### src/source/ninjin_axi_pkg.sv
`default_nettype none

package ninjin_axi_pkg;

  // ==============================
  // bus geometry
  // ==============================

  localparam int ID_WIDTH   = 12;
  localparam int ADDR_WIDTH = 12;
  localparam int DATA_WIDTH = 32;
  localparam int STRB_WIDTH = DATA_WIDTH / 8;

  // beat counter spans the whole len field
  localparam int CNT_WIDTH  = 8;

  // ==============================
  // burst and response codes
  // ==============================

  localparam logic [1:0] BURST_FIXED = 2'b00;
  localparam logic [1:0] BURST_INCR  = 2'b01;
  localparam logic [1:0] BURST_WRAP  = 2'b10;
  localparam logic [1:0] BURST_RSVD  = 2'b11;

  localparam logic [1:0] RESP_OKAY   = 2'b00;
  localparam logic [1:0] RESP_SLVERR = 2'b10;

  // captured address request, same shape for AW and AR
  typedef struct packed {
    logic [ID_WIDTH-1:0]   id;
    logic [ADDR_WIDTH-1:0] addr;
    logic [CNT_WIDTH-1:0]  len;
    logic [1:0]            burst;
  } axi_req_t;

endpackage

`default_nettype wire
### src/source/ninjin_response.sv
`timescale 1ns/1ps
`default_nettype none

module ninjin_response
  ( input  logic                                  clk
  , input  logic                                  xrst
  , input  logic                                  wr_done
  , input  logic                                  rd_fire
  , input  logic                                  rd_last
  , input  ninjin_axi_pkg::axi_req_t              cur
  , input  logic [ninjin_axi_pkg::DATA_WIDTH-1:0] rdata
  , input  logic                                  bready
  , input  logic                                  rready
  , output logic                                  bvalid
  , output logic [ninjin_axi_pkg::ID_WIDTH-1:0]   bid
  , output logic [1:0]                            bresp
  , output logic                                  rvalid
  , output logic [ninjin_axi_pkg::ID_WIDTH-1:0]   rid
  , output logic [ninjin_axi_pkg::DATA_WIDTH-1:0] rdata_out
  , output logic [1:0]                            rresp
  , output logic                                  rlast
  , output logic                                  b_done
  , output logic                                  r_taken
  );

  import ninjin_axi_pkg::*;

  logic [1:0] cur_resp;

  // only the reserved burst code is an error
  assign cur_resp = (cur.burst == BURST_RSVD) ? RESP_SLVERR : RESP_OKAY;

  assign b_done  = bvalid && bready;
  assign r_taken = rvalid && rready;

  // ==============================
  // write response
  // ==============================

  always_ff @(posedge clk) begin
    if (!xrst)
      bvalid <= 1'b0;
    else if (wr_done)
      bvalid <= 1'b1;
    else if (bready)
      bvalid <= 1'b0;
  end

  always_ff @(posedge clk) begin
    if (wr_done) begin
      bid   <= cur.id;
      bresp <= cur_resp;
    end
  end

  // ==============================
  // read data
  // ==============================

  always_ff @(posedge clk) begin
    if (!xrst)
      rvalid <= 1'b0;
    else if (rd_fire)
      rvalid <= 1'b1;
    else if (rready)
      rvalid <= 1'b0;
  end

  // beat attributes travel alongside the memory read
  always_ff @(posedge clk) begin
    if (rd_fire) begin
      rid   <= cur.id;
      rresp <= cur_resp;
      rlast <= rd_last;
    end
  end

  // error beats carry zero data
  assign rdata_out = (rresp == RESP_SLVERR) ? '0 : rdata;

endmodule

`default_nettype wire

### config.mk
export PLATFORM = sky130hd
export DESIGN_NAME = ninjin_response
export DESIGN_NICKNAME = d
export VERILOG_FILES = /design/src/source/ninjin_axi_pkg.sv /design/src/source/ninjin_response.sv
export SDC_FILE = /design/constraint.sdc
export NUM_CORES = 1
export LEC_CHECK = 0
export BUFFER_PORTS_ARGS = -buffer_cell sky130_fd_sc_hd__buf_2
export CORE_UTILIZATION = 35
export CTS_BUF_LIST = sky130_fd_sc_hd__clkbuf_8 sky130_fd_sc_hd__clkbuf_16
export DETAILED_ROUTE_END_ITERATION = 6
export PLACE_DENSITY = 0.84
export SYNTH_ARGS = -nofsm -noshare
export SYNTH_HDL_FRONTEND = slang
export SYNTH_SLANG_ARGS = --single-unit
### constraint.sdc
create_clock -name clk -period 1.9 [get_ports clk]
set_input_delay 0.19 -clock clk [delete_from_list [all_inputs] [get_ports clk]]
set_output_delay 0.19 -clock clk [all_outputs]
set_load 0.02 [all_outputs]
Yosys cells after proc, flatten, opt, wreduce, memory -nomap -nowiden
Index checks and enable logic that the tools add are counted.
{"block": "word_totals", "inputBits": 73, "word_cells": 19, "regBits": 31, "out_inout_bits": 65}
{"block": "classes", "n_eq_ne": 2, "n_reduce_logical": 4, "muxes": 6}
{"op": "32-bit two-way mux", "n": 1}
{"op": "2-bit equality test (second input constant)", "n": 2}
{"op": "1-bit two-way mux", "n": 4}
{"op": "2-bit nonzero test", "n": 2}
{"op": "1-bit logical AND", "n": 2}
{"op": "2-bit two-way mux", "n": 1}

Logic depth before layout (Yosys ltp)
Gate-level depths: netlist of run 1.
{"block": "logic_depth", "ltp_word": 2, "ltp_mapped": 2, "depth_no_buf": 2}

Least setup slack after synthesis of run 1
No wires, ideal clock.
{"block": "synth_timing", "path_type": "register to output", "startpoint": "reg rresp[1]", "endpoint": "out rdata_out[0] in the netlist's numbering", "required_ns": 1.710, "stages_incl_launch_ff": 3, "path_slack_ns": 0.660, "path_buffers": 1, "arrival_time_ns": 1.050, "path_cell_list": "edfxtp_1 -> buf_4 -> nor2b_1"}
{"block": "synth_between", "elab_chain_cells": 2}
{"element": "from (decl)", "line": "ninjin_response.sv:20", "text": ", output logic [1:0] rresp"}
{"element": "from (signal assigned)", "line": "ninjin_response.sv:73", "text": "rresp <= cur_resp;"}
{"element": "2-bit equality test", "line": "ninjin_response.sv:79", "text": "assign rdata_out = (rresp == RESP_SLVERR) ? '0 : rdata;"}
{"element": "32-bit two-way mux", "line": "ninjin_response.sv:79"}
{"element": "to (decl)", "line": "ninjin_response.sv:19", "text": ", output logic [ninjin_axi_pkg::DATA_WIDTH-1:0] rdata_out"}
Every way passes these cells.

Worst setup path in the final report of run 1
{"block": "layout_timing", "startpoint": "reg rresp[1]", "endpoint": "out rdata_out[26] in the netlist's numbering"}
Same word-level chain as after synthesis.

==> results of run 1 <==
## worst max-delay path: stages, from the launching register on
cell and delay (ns):
sky130_fd_sc_hd__edfxtp_1 0.36, sky130_fd_sc_hd__buf_4 0.24, sky130_fd_sc_hd__nor2b_1 0.16, sky130_fd_sc_hd__buf_2 0.18
## where the power goes
part	leakage (nW)	internal, mW	total [mW]	switching, mW
logic	0.581	0.124	0.335	0.211
registers	0.281	0.753	0.765	0.0125
clock network	0.0430	0.245	0.460	0.215
total	0.905	1.12	1.56	0.438
## cell type report
type | instances | area, um^2
fill | 265 | 1254
sequential | 29 | 850.8
timing repair buffer | 116 | 583.1
multi-input combinational | 41 | 254.0
clock buffer | 5 | 68.82
tap | 44 | 55.05
clock inverter | 3 | 12.51
## layer usage
metal | GRT usage | vias to the layer above
met5 | 0 | -
met4 | 0.1020 | 0
met3 | 0.06987 | 4
met2 | 0.2776 | 76
met1 | 0.1366 | 439
li1 | - | 482
## logic make-up after synthesis
| kind of cell | synth area share |
|---|---|
| compound gates | 0.01318 |
| flops | 0.7473 |
| buf+inv | 0.03297 |
| simple gates | 0.2033 |
| other cells | 0.003294 |
## cell usage after synthesis
cell / instances / area [um^2]
sky130_fd_sc_hd__and2_1: 3 / 18.77
sky130_fd_sc_hd__buf_4: 5 / 37.54
sky130_fd_sc_hd__conb_1: 1 / 3.750
sky130_fd_sc_hd__dfxtp_1: 2 / 40.04
sky130_fd_sc_hd__edfxtp_1: 27 / 810.8
sky130_fd_sc_hd__nor2b_1: 34 / 212.7
sky130_fd_sc_hd__o21a_1: 2 / 15.01
## metrics by stage
stage | hold slack [ns] | std cells | util | power, mW
2_1_floorplan | 0.2889 | 75 | - | 0.9659
3_3_place_gp | 0.3673 | 230 | 0.5663 | 1.110
3_5_place_dp | 0.3729 | 230 | 0.5663 | 1.116
4_1_cts | 0.07587 | 238 | 0.5927 | 1.582
5_1_grt | 0.08110 | 238 | 0.5927 | 1.625
6_report | 0.08841 | 238 | 0.5927 | 1.561
## registers in the layout, indices dropped and copies added, names as in the netlist
| name | count |
|---|---|
| bid | 12 |
| rresp | 1 |
| bresp | 1 |
| bvalid | 1 |
| rlast | 1 |
| rid | 12 |
| rvalid | 1 |
## worst min path at each step
stage | end | start
floorplan | bid[0]$_DFFE_PP_ | cur[22]
global placement | rlast$_DFFE_PP_ | rd_last
detailed placement | rlast$_DFFE_PP_ | rd_last
finish | rlast$_DFFE_PP_ | rd_last
global route | rlast$_DFFE_PP_ | rd_last
CTS | rlast$_DFFE_PP_ | rd_last
==> flow_summary.toml, run 1 <==
[placed_design]
place.detailed.hpwl_um = 2157
placement.io_buffers = 115
post-place-ws_ns = 0.8084
dpl-instance-area_um2 = 1743
gp_congestion = 0.7713

[detailed_routing]
highest_layer = "met4"
route.met2.wl_um = 1389
dr.first_iter.drc_count = 29
route.met3.wl_um = 389
wl_per_cell_um = 11.79
detail_route.first_pass.iterations = 4
route.detailed.vias_per_inst = 4.206
dr_total_vias = 1001
remaining_drc_errors = 0
total_routed_wire_length_on_the_met1_layer_um = 1002
postRouteWirelength_um = 2806
antenna_left = 0

[clock_tree]
clkTransAtPathRegs_ns = 0.06
cts.sinks = 29
post-cts-setup-buffers = 0
clock_latency_ns = 0.28
cts_hold_buf = 0
post_cts_resize_count = 0
number_of_h_tree_levels = 2
tritoncts = "built"
cts_buffer_depth = 2
cts_inserted_buffers = 5
cts_root_buffer = "sky130_fd_sc_hd__clkbuf_8"

[floorplan]
std_cell_rows = 20
core-area_um2 = 3078
fp.dieArea_um2 = 3485
chipWidth_um = 59.04
initial_core_utilization = 0.3699
die_h_um = 59.04
design.portCount = 138

[global_routing]
globalRouteTotalUtil = 0.1543
wire_length_of_the_first_global_routing_pass_um = 3705
via_count_of_the_first_global_routing_pass = 886
maximum_number_of_pins_on_one_net_before_global_route_repair = 34
grt_antenna_before_repair = 0
overflow = 0

[pwr]
pwr_density_cell_nw_per_um2 = 855.5
vdd.ir_drop.worst_v = 0.0006804
leakage_nw = 0.9051

[worst_setup_path]
setup.worst_path.start_class = "flip-flop"
reg2reg_slack_ns = 1.20
path_class = "reg -> out"
timing.critical_path.to_type = "output port"
critical_path_required_ns = 1.71
reg2reg_depth = 2
worst-path-max-fanout = 33
critical_path.endpoint = "rdata_out[26]"
crit_path_start = "rresp[1]$_DFFE_PP_"
timing.rr.start = "bvalid$_SDFFE_PN0P_"
reg_to_reg_critical_path_endpoint = "bvalid$_SDFFE_PN0P_"
critPathArrivalTime_ns = 1.22

[layout]
synthToLayoutAreaGrowth_pct = 60.22
layout_commonest_cell = "sky130_fd_sc_hd__buf_2"
diodes = 0
layout.cells.most_common_list = "115 x sky130_fd_sc_hd__buf_2, 34 x sky130_fd_sc_hd__nor2b_1, 27 x sky130_fd_sc_hd__edfxtp_1"
final_layout_size_suffix_gt1_frac = 0.6289
fin_area_um2 = 1824
nets = 266

[sta]
clock-skew-final_ns = 0
slew_violations = 0
report.final.hold_viol_count = 0
rsz_0062_raised_after_global_routing = "no"
worst_slack_ns = 0.4903
setup_viol_count_final = 0
tns_ns = 0
timing.fmax_mhz = 709.4
finalWorstPathRequiredPeriod_ns = 1.410
final.period_utilization = 0.7419

[worst_hold_path]
hold-path-cell-count = 1
min-delay-path-class = "in -> reg"

[synthesis]
ys_seq_elements = 29
synth_warnings = 0
synth_cell_type_count = 7
synthCells = 74
synth.yosys.seq_area_share = 0.7473
synth.avg_cell_area_um2 = 15.39
synthesis.area_um2 = 1139

[flow_run]
max-cap-violations = 0

[status]
run_status = "complete, no violations"
Note: power is estimated with default switching activity, not from simulation.
==> run 2: changes to the inputs <==
Settings changed: CORE_UTILIZATION 35 to 29, PLACE_DENSITY 0.84 to 0.74.
Clock period 1.9 ns to 1.24 ns, I/O delays scaled along.
==> run 2 against run 1 <==
  * The flow now finishes with violations (setup timing)
  * Setup slack got worse by 0.55 ns
  * Final cell count grew 1.7%
  * Final area up 5.8%
  * Die area is 20% higher
  * Combinational power increased by 68%
  * Flip-flop and latch count is the same
  * Critical endpoint is now rdata_out[29]
  * Largest cell class unchanged
  * Highest routed layer unchanged
==> flow_summary.toml, run 2 (same netlist as run 1, synthesis figures left out) <==
[status]
run_status = "finished, violations left"
failed_checks = "setup timing"

[sta]
final.period_utilization = 1.050
timing.fmax_mhz = 768.1
hold_slack_ns = 0.02805
report.final.hold_viol_count = 0
rsz_0062_raised_after_global_routing = "yes"
setup_viol_count_final = 28
tns_ns = -0.3321
slew_violations = 0
finalWorstPathRequiredPeriod_ns = 1.302
worst_slack_ns = -0.06188
clock-skew-final_ns = 0

[floorplan]
std_cell_rows = 22
fp.dieArea_um2 = 4181
design.portCount = 138
initial_core_utilization = 0.3064
chipWidth_um = 64.66
core-area_um2 = 3716
die_h_um = 64.66

[layout]
utilization = 0.5192
final_cell_count_no_fill = 242
synthToLayoutAreaGrowth_pct = 69.45
fin_area_um2 = 1929
diodes = 0
layout.cells.most_common_list = "83 x sky130_fd_sc_hd__buf_2, 33 x sky130_fd_sc_hd__nor2b_1, 31 x sky130_fd_sc_hd__buf_4"
layout_top_registers = "bid x12, rid x12"
layout_commonest_cell = "sky130_fd_sc_hd__buf_2"
final_layout_size_suffix_gt1_frac = 0.6392
nets = 266

[detailed_routing]
route.detailed.vias_per_inst = 4.124
dr.first_iter.drc_count = 22
dr_total_vias = 998
antenna_left = 0
remaining_drc_errors = 0
detail_route.first_pass.iterations = 4
wl_per_cell_um = 11.82
postRouteWirelength_um = 2861

[global_routing]
overflow = 0
grt_antenna_before_repair = 0
maximum_number_of_pins_on_one_net_before_global_route_repair = 34
via_count_of_the_first_global_routing_pass = 943
wire_length_of_the_first_global_routing_pass_um = 4153
globalRouteTotalUtil = 0.1339

[worst_setup_path]
critical_path_required_ns = 1.12
timing.critical_path.to_type = "output port"
critical_path.endpoint = "rdata_out[29]"
path_class = "reg -> out"
setup.worst_path.start_class = "flip-flop"
reg2reg_depth = 2
reg_to_reg_critical_path_endpoint = "rvalid$_SDFFE_PN0P_"
critPathArrivalTime_ns = 1.18
reg2reg_slack_ns = 0.54
crit_path_start = "rresp[1]$_DFFE_PP_"
worst-path-max-fanout = 33
timing.rr.start = "rvalid$_SDFFE_PN0P_"

[clock_tree]
number_of_h_tree_levels = 2
clkTransAtPathRegs_ns = 0.06
tritoncts = "built"
cts_inserted_buffers = 5
cts_hold_buf = 0
cts.sinks = 29
clock_latency_ns = 0.27
cts_root_buffer = "sky130_fd_sc_hd__clkbuf_8"
cts_buffer_depth = 2

[placed_design]
placement.io_buffers = 115
gp_congestion = 0.6758
dpl-instance-area_um2 = 1760
dp.cells = 234
place.detailed.hpwl_um = 2085
post-place-ws_ns = 0.2303

[worst_hold_path]
hp-start = "rd_last"
min-delay-path-class = "in -> reg"
hold-path-cell-count = 1

[pwr]
pwr_density_cell_nw_per_um2 = 1259
vdd.ir_drop.worst_v = 0.0009323
leakage_nw = 0.9295
finalPower_mw = 2.430

[flow_run]
max-cap-violations = 0
==> run 2: cell types whose count changed in the layout (fill, tap and decap cells not counted), sizes merged <==
cell	before	now
clkinv	3	2
inv	0	1
==> run 2: routing by layer <==
layer  vias to the layer above  global-route usage  share of wire
met3                         2             0.05458           0.12
met5                         -                   0              0
met4                         0             0.04167         0.0052
met1                       435              0.1393           0.37
met2                        78              0.2434           0.50
li1                        483                   -              -
==> run 2: worst min path at each step <==
stage | to | slack [ns]
after floorplan | bid[0]$_DFFE_PP_ | 0.22
after global placement | rlast$_DFFE_PP_ | 0.30
after detailed placement | rlast$_DFFE_PP_ | 0.30
after CTS | rlast$_DFFE_PP_ | 0.01
after global routing | rlast$_DFFE_PP_ | 0.02
final | rlast$_DFFE_PP_ | 0.03
==> run 2: cell type report <==
| type | count | area, um^2 |
|---|---|---|
| sequential | 29 | 850.8 |
| tap | 48 | 60.06 |
| timing repair buffer | 116 | 679.4 |
| clock inverter | 3 | 13.76 |
| fill | 362 | 1787 |
| clock buffer | 5 | 68.82 |
| multi-input combinational | 41 | 256.5 |
==> run 2: where the power goes <==
part | internal (mW) | total (mW) | leakage [nW] | switching, mW
combinational | 0.236 | 0.563 | 0.600 | 0.327
clock | 0.379 | 0.691 | 0.0491 | 0.313
sequential | 1.15 | 1.18 | 0.281 | 0.0213
==> run 2: what timing repair did <==
| item | CTS | global route |
|---|---|---|
| setup buffers | 0 | 0 |
| hold endpoints to repair | 0 | 0 |
| resized for setup | 32 | 2 |
| endpoints found under the setup margin | 32 | 32 |
==> run 2: worst max-delay path, cell delays in order, from the launching register on <==
cell,delay (ns)
sky130_fd_sc_hd__edfxtp_1,0.41
sky130_fd_sc_hd__buf_12,0.19
sky130_fd_sc_hd__nor2b_1,0.15
sky130_fd_sc_hd__buf_4,0.16
==> run 3: changes to the inputs <==
Settings changed: ABC_AREA set to 1, CORE_UTILIZATION 29 to 30, PLACE_DENSITY 0.74 to 0.75.
==> run 3 against run 2 <==
  * Clock skew stayed put
  * Sequential share of layout area decreased by 0.14 points
  * Critical endpoint is now rdata_out[27]
  * Final area increased by 0.32%
  * The run still ends with setup timing left
  * Final cell count rose by 17%
  * Combinational power decreased by 2%
  * Via count rose by 9.8%
  * Routed wire length up 1.3%
==> flow_summary.toml, run 3 <==
[worst_setup_path]
cpPeakStageDelay_ns = 0.40
reg2reg_slack_ns = 0.66
path_class = "reg -> out"
cp_top_delay_family = "flip-flops"
worst-path-max-fanout = 33
crit_path_buf_inv_count = 2
path_cells = "buf_8, nor2_1, buf_4"
setup.worst_path.start_class = "flip-flop"
critPathArrivalTime_ns = 1.15
critical_path_required_ns = 1.12
timing.critical_path.to_type = "output port"
crit_path_top_delay_cell = "sky130_fd_sc_hd__edfxtp_1"

[detailed_routing]
antenna_left = 0
detail_route.first_pass.iterations = 3
remaining_drc_errors = 0
postRouteWirelength_um = 2897
route.detailed.vias_per_inst = 3.887
wl_per_cell_um = 10.27
dr_total_vias = 1096
dr.first_iter.drc_count = 12

[clock_tree]
post-cts-setup-buffers = 0
post_cts_resize_count = 13
number_of_h_tree_levels = 2
cts.sinks = 29
cts_buffer_depth = 2
clock_latency_ns = 0.26
tritoncts = "built"
cts_hold_buf = 0
cts_root_buffer = "sky130_fd_sc_hd__clkbuf_8"
cts_inserted_buffers = 5
clkTransAtPathRegs_ns = 0.06

[pwr]
switching_power_of_the_nets_uw = 661.4
pwr-share-seq = 0.490
pwr_density_cell_nw_per_um2 = 1237
clkPwrFrac = 0.280
power.share.switching = 0.2762
leakage_nw = 1.133
comb_power_share = 0.230
p_int_mw = 1.733
vdd.ir_drop.worst_v = 0.0008870

[sta]
setup_viol_count_final = 19
finalWorstPathRequiredPeriod_ns = 1.272
final.period_utilization = 1.025
rsz_0062_raised_after_global_routing = "yes"
report.final.hold_viol_count = 0
clock-skew-final_ns = 0
slew_violations = 0
timing.fmax_mhz = 786.4
hold_slack_ns = 0.04216
worst_slack_ns = -0.03158

[synthesis]
synth.top_cells.by_area = "sky130_fd_sc_hd__edfxtp_1 67%, sky130_fd_sc_hd__inv_1 12%, sky130_fd_sc_hd__nor2_1 10%"
synth.avg_cell_area_um2 = 10.55
number_of_enable_flip_flop_cells_after_synthesis = 27
synthDominantCellAreaShare = 0.6743
synthTopCellsByCount = "40 x sky130_fd_sc_hd__inv_1, 32 x sky130_fd_sc_hd__nor2_1, 27 x sky130_fd_sc_hd__edfxtp_1"
synth.yosys.seq_area_share = 0.7076
asyncSetResetFlopFracSynth = 0
synth_warnings = 0
netlist.top_cell.by_area = "sky130_fd_sc_hd__edfxtp_1"
synth_most_common_cell = "sky130_fd_sc_hd__inv_1"
synthesis.area_um2 = 1202
synth_cell_type_count = 9
dominantRegCellSynth = "sky130_fd_sc_hd__edfxtp_1"
synthCells = 114
ys_seq_elements = 29

[global_routing]
via_count_of_the_first_global_routing_pass = 943
globalRouteTotalUtil = 0.1282
wire_length_of_the_first_global_routing_pass_um = 4015
grt_antenna_before_repair = 0
overflow = 0
maximum_number_of_pins_on_one_net_before_global_route_repair = 34

[placed_design]
gp_congestion = 0.6747
place.detailed.hpwl_um = 2151
placement.io_buffers = 115

[layout]
layout_commonest_cell = "sky130_fd_sc_hd__buf_2"
ff_latch_area_um2 = 850.8
utilization = 0.5170
final_layout_size_suffix_gt1_frac = 0.5171
nets = 306
layout.cells.most_common_list = "96 x sky130_fd_sc_hd__buf_2, 43 x sky130_fd_sc_hd__inv_1, 32 x sky130_fd_sc_hd__nor2_1"
layout_top_registers = "bid x12, rid x12"
synthToLayoutAreaGrowth_pct = 60.98
diodes = 0
fillerInstances = 341
multiInputGateArea_um2 = 156.4

[floorplan]
design.portCount = 138
die_h_um = 65.31
initial_core_utilization = 0.3212
fp.dieArea_um2 = 4265
core-area_um2 = 3744
chipWidth_um = 65.31
std_cell_rows = 22

[status]
failed_checks = "setup timing"
run_status = "finished, violations left"

[worst_hold_path]
min-delay-path-class = "in -> reg"

[flow_run]
max-cap-violations = 0
==> run 3: kinds of logic after synthesis <==
family / synth area share
other cells: 0.003119
compound gates: 0.008325
buf+inv: 0.1654
flops: 0.7076
simple gates: 0.1155
==> run 3: cell type report <==
class,count,area share
Sequential cell,29,0.4396
Timing Repair Buffer,116,0.3297
Multi-Input combinational cell,41,0.08080
Inverter,40,0.07757
Clock buffer,5,0.03555
Tap cell,48,0.03103
Clock inverter,3,0.005818
==> run 3: power groups by stage <==
stage | Combinational [mW] | Sequential [mW] | Clock [mW]
floorplan | 0.191 | 1.30 | 0
global placement | 0.520 | 1.19 | 0
detailed placement | 0.525 | 1.19 | 0
CTS | 0.544 | 1.17 | 0.698
global route | 0.589 | 1.18 | 0.759
finish | 0.551 | 1.17 | 0.671
==> run 3: path summary, 6_finish.rpt <==
check,from,end,cells after the start
min,rd_last,rlast$_DFFE_PP_,1
max reg2reg,rvalid$_SDFFE_PN0P_,rvalid$_SDFFE_PN0P_,2
min reg2reg,bvalid$_SDFFE_PN0P_,bvalid$_SDFFE_PN0P_,2
max,rresp[1]$_DFFE_PP_,rdata_out[27],3
==> run 3: per-stage QoR <==
| step | cells | worst slack, ns | instance area [um^2] | power [mW] | TNS [ns] |
|---|---|---|---|---|---|
| 2_1_floorplan | 115 | 0.07853 | 1206 | 1.491 | 0 |
| 3_3_place_gp | 274 | 0.2481 | 1800 | 1.708 | 0 |
| 3_5_place_dp | 274 | 0.2265 | 1800 | 1.716 | 0 |
| 4_1_cts | 282 | -0.03440 | 1916 | 2.416 | -0.4850 |
| 5_1_grt | 282 | -0.08547 | 1936 | 2.529 | -2.162 |
| 6_report | 282 | -0.03158 | 1936 | 2.395 | -0.1195 |
==> run 3: metal layers <==
layer / wire length (um) / vias up / track usage
met4: 13 / 0 / 0.04891
met5: 0 / - / 0
met2: 1466 / 75 / 0.2358
met3: 440 / 2 / 0.07118
li1: - / 563 / -
met1: 976 / 456 / 0.1144
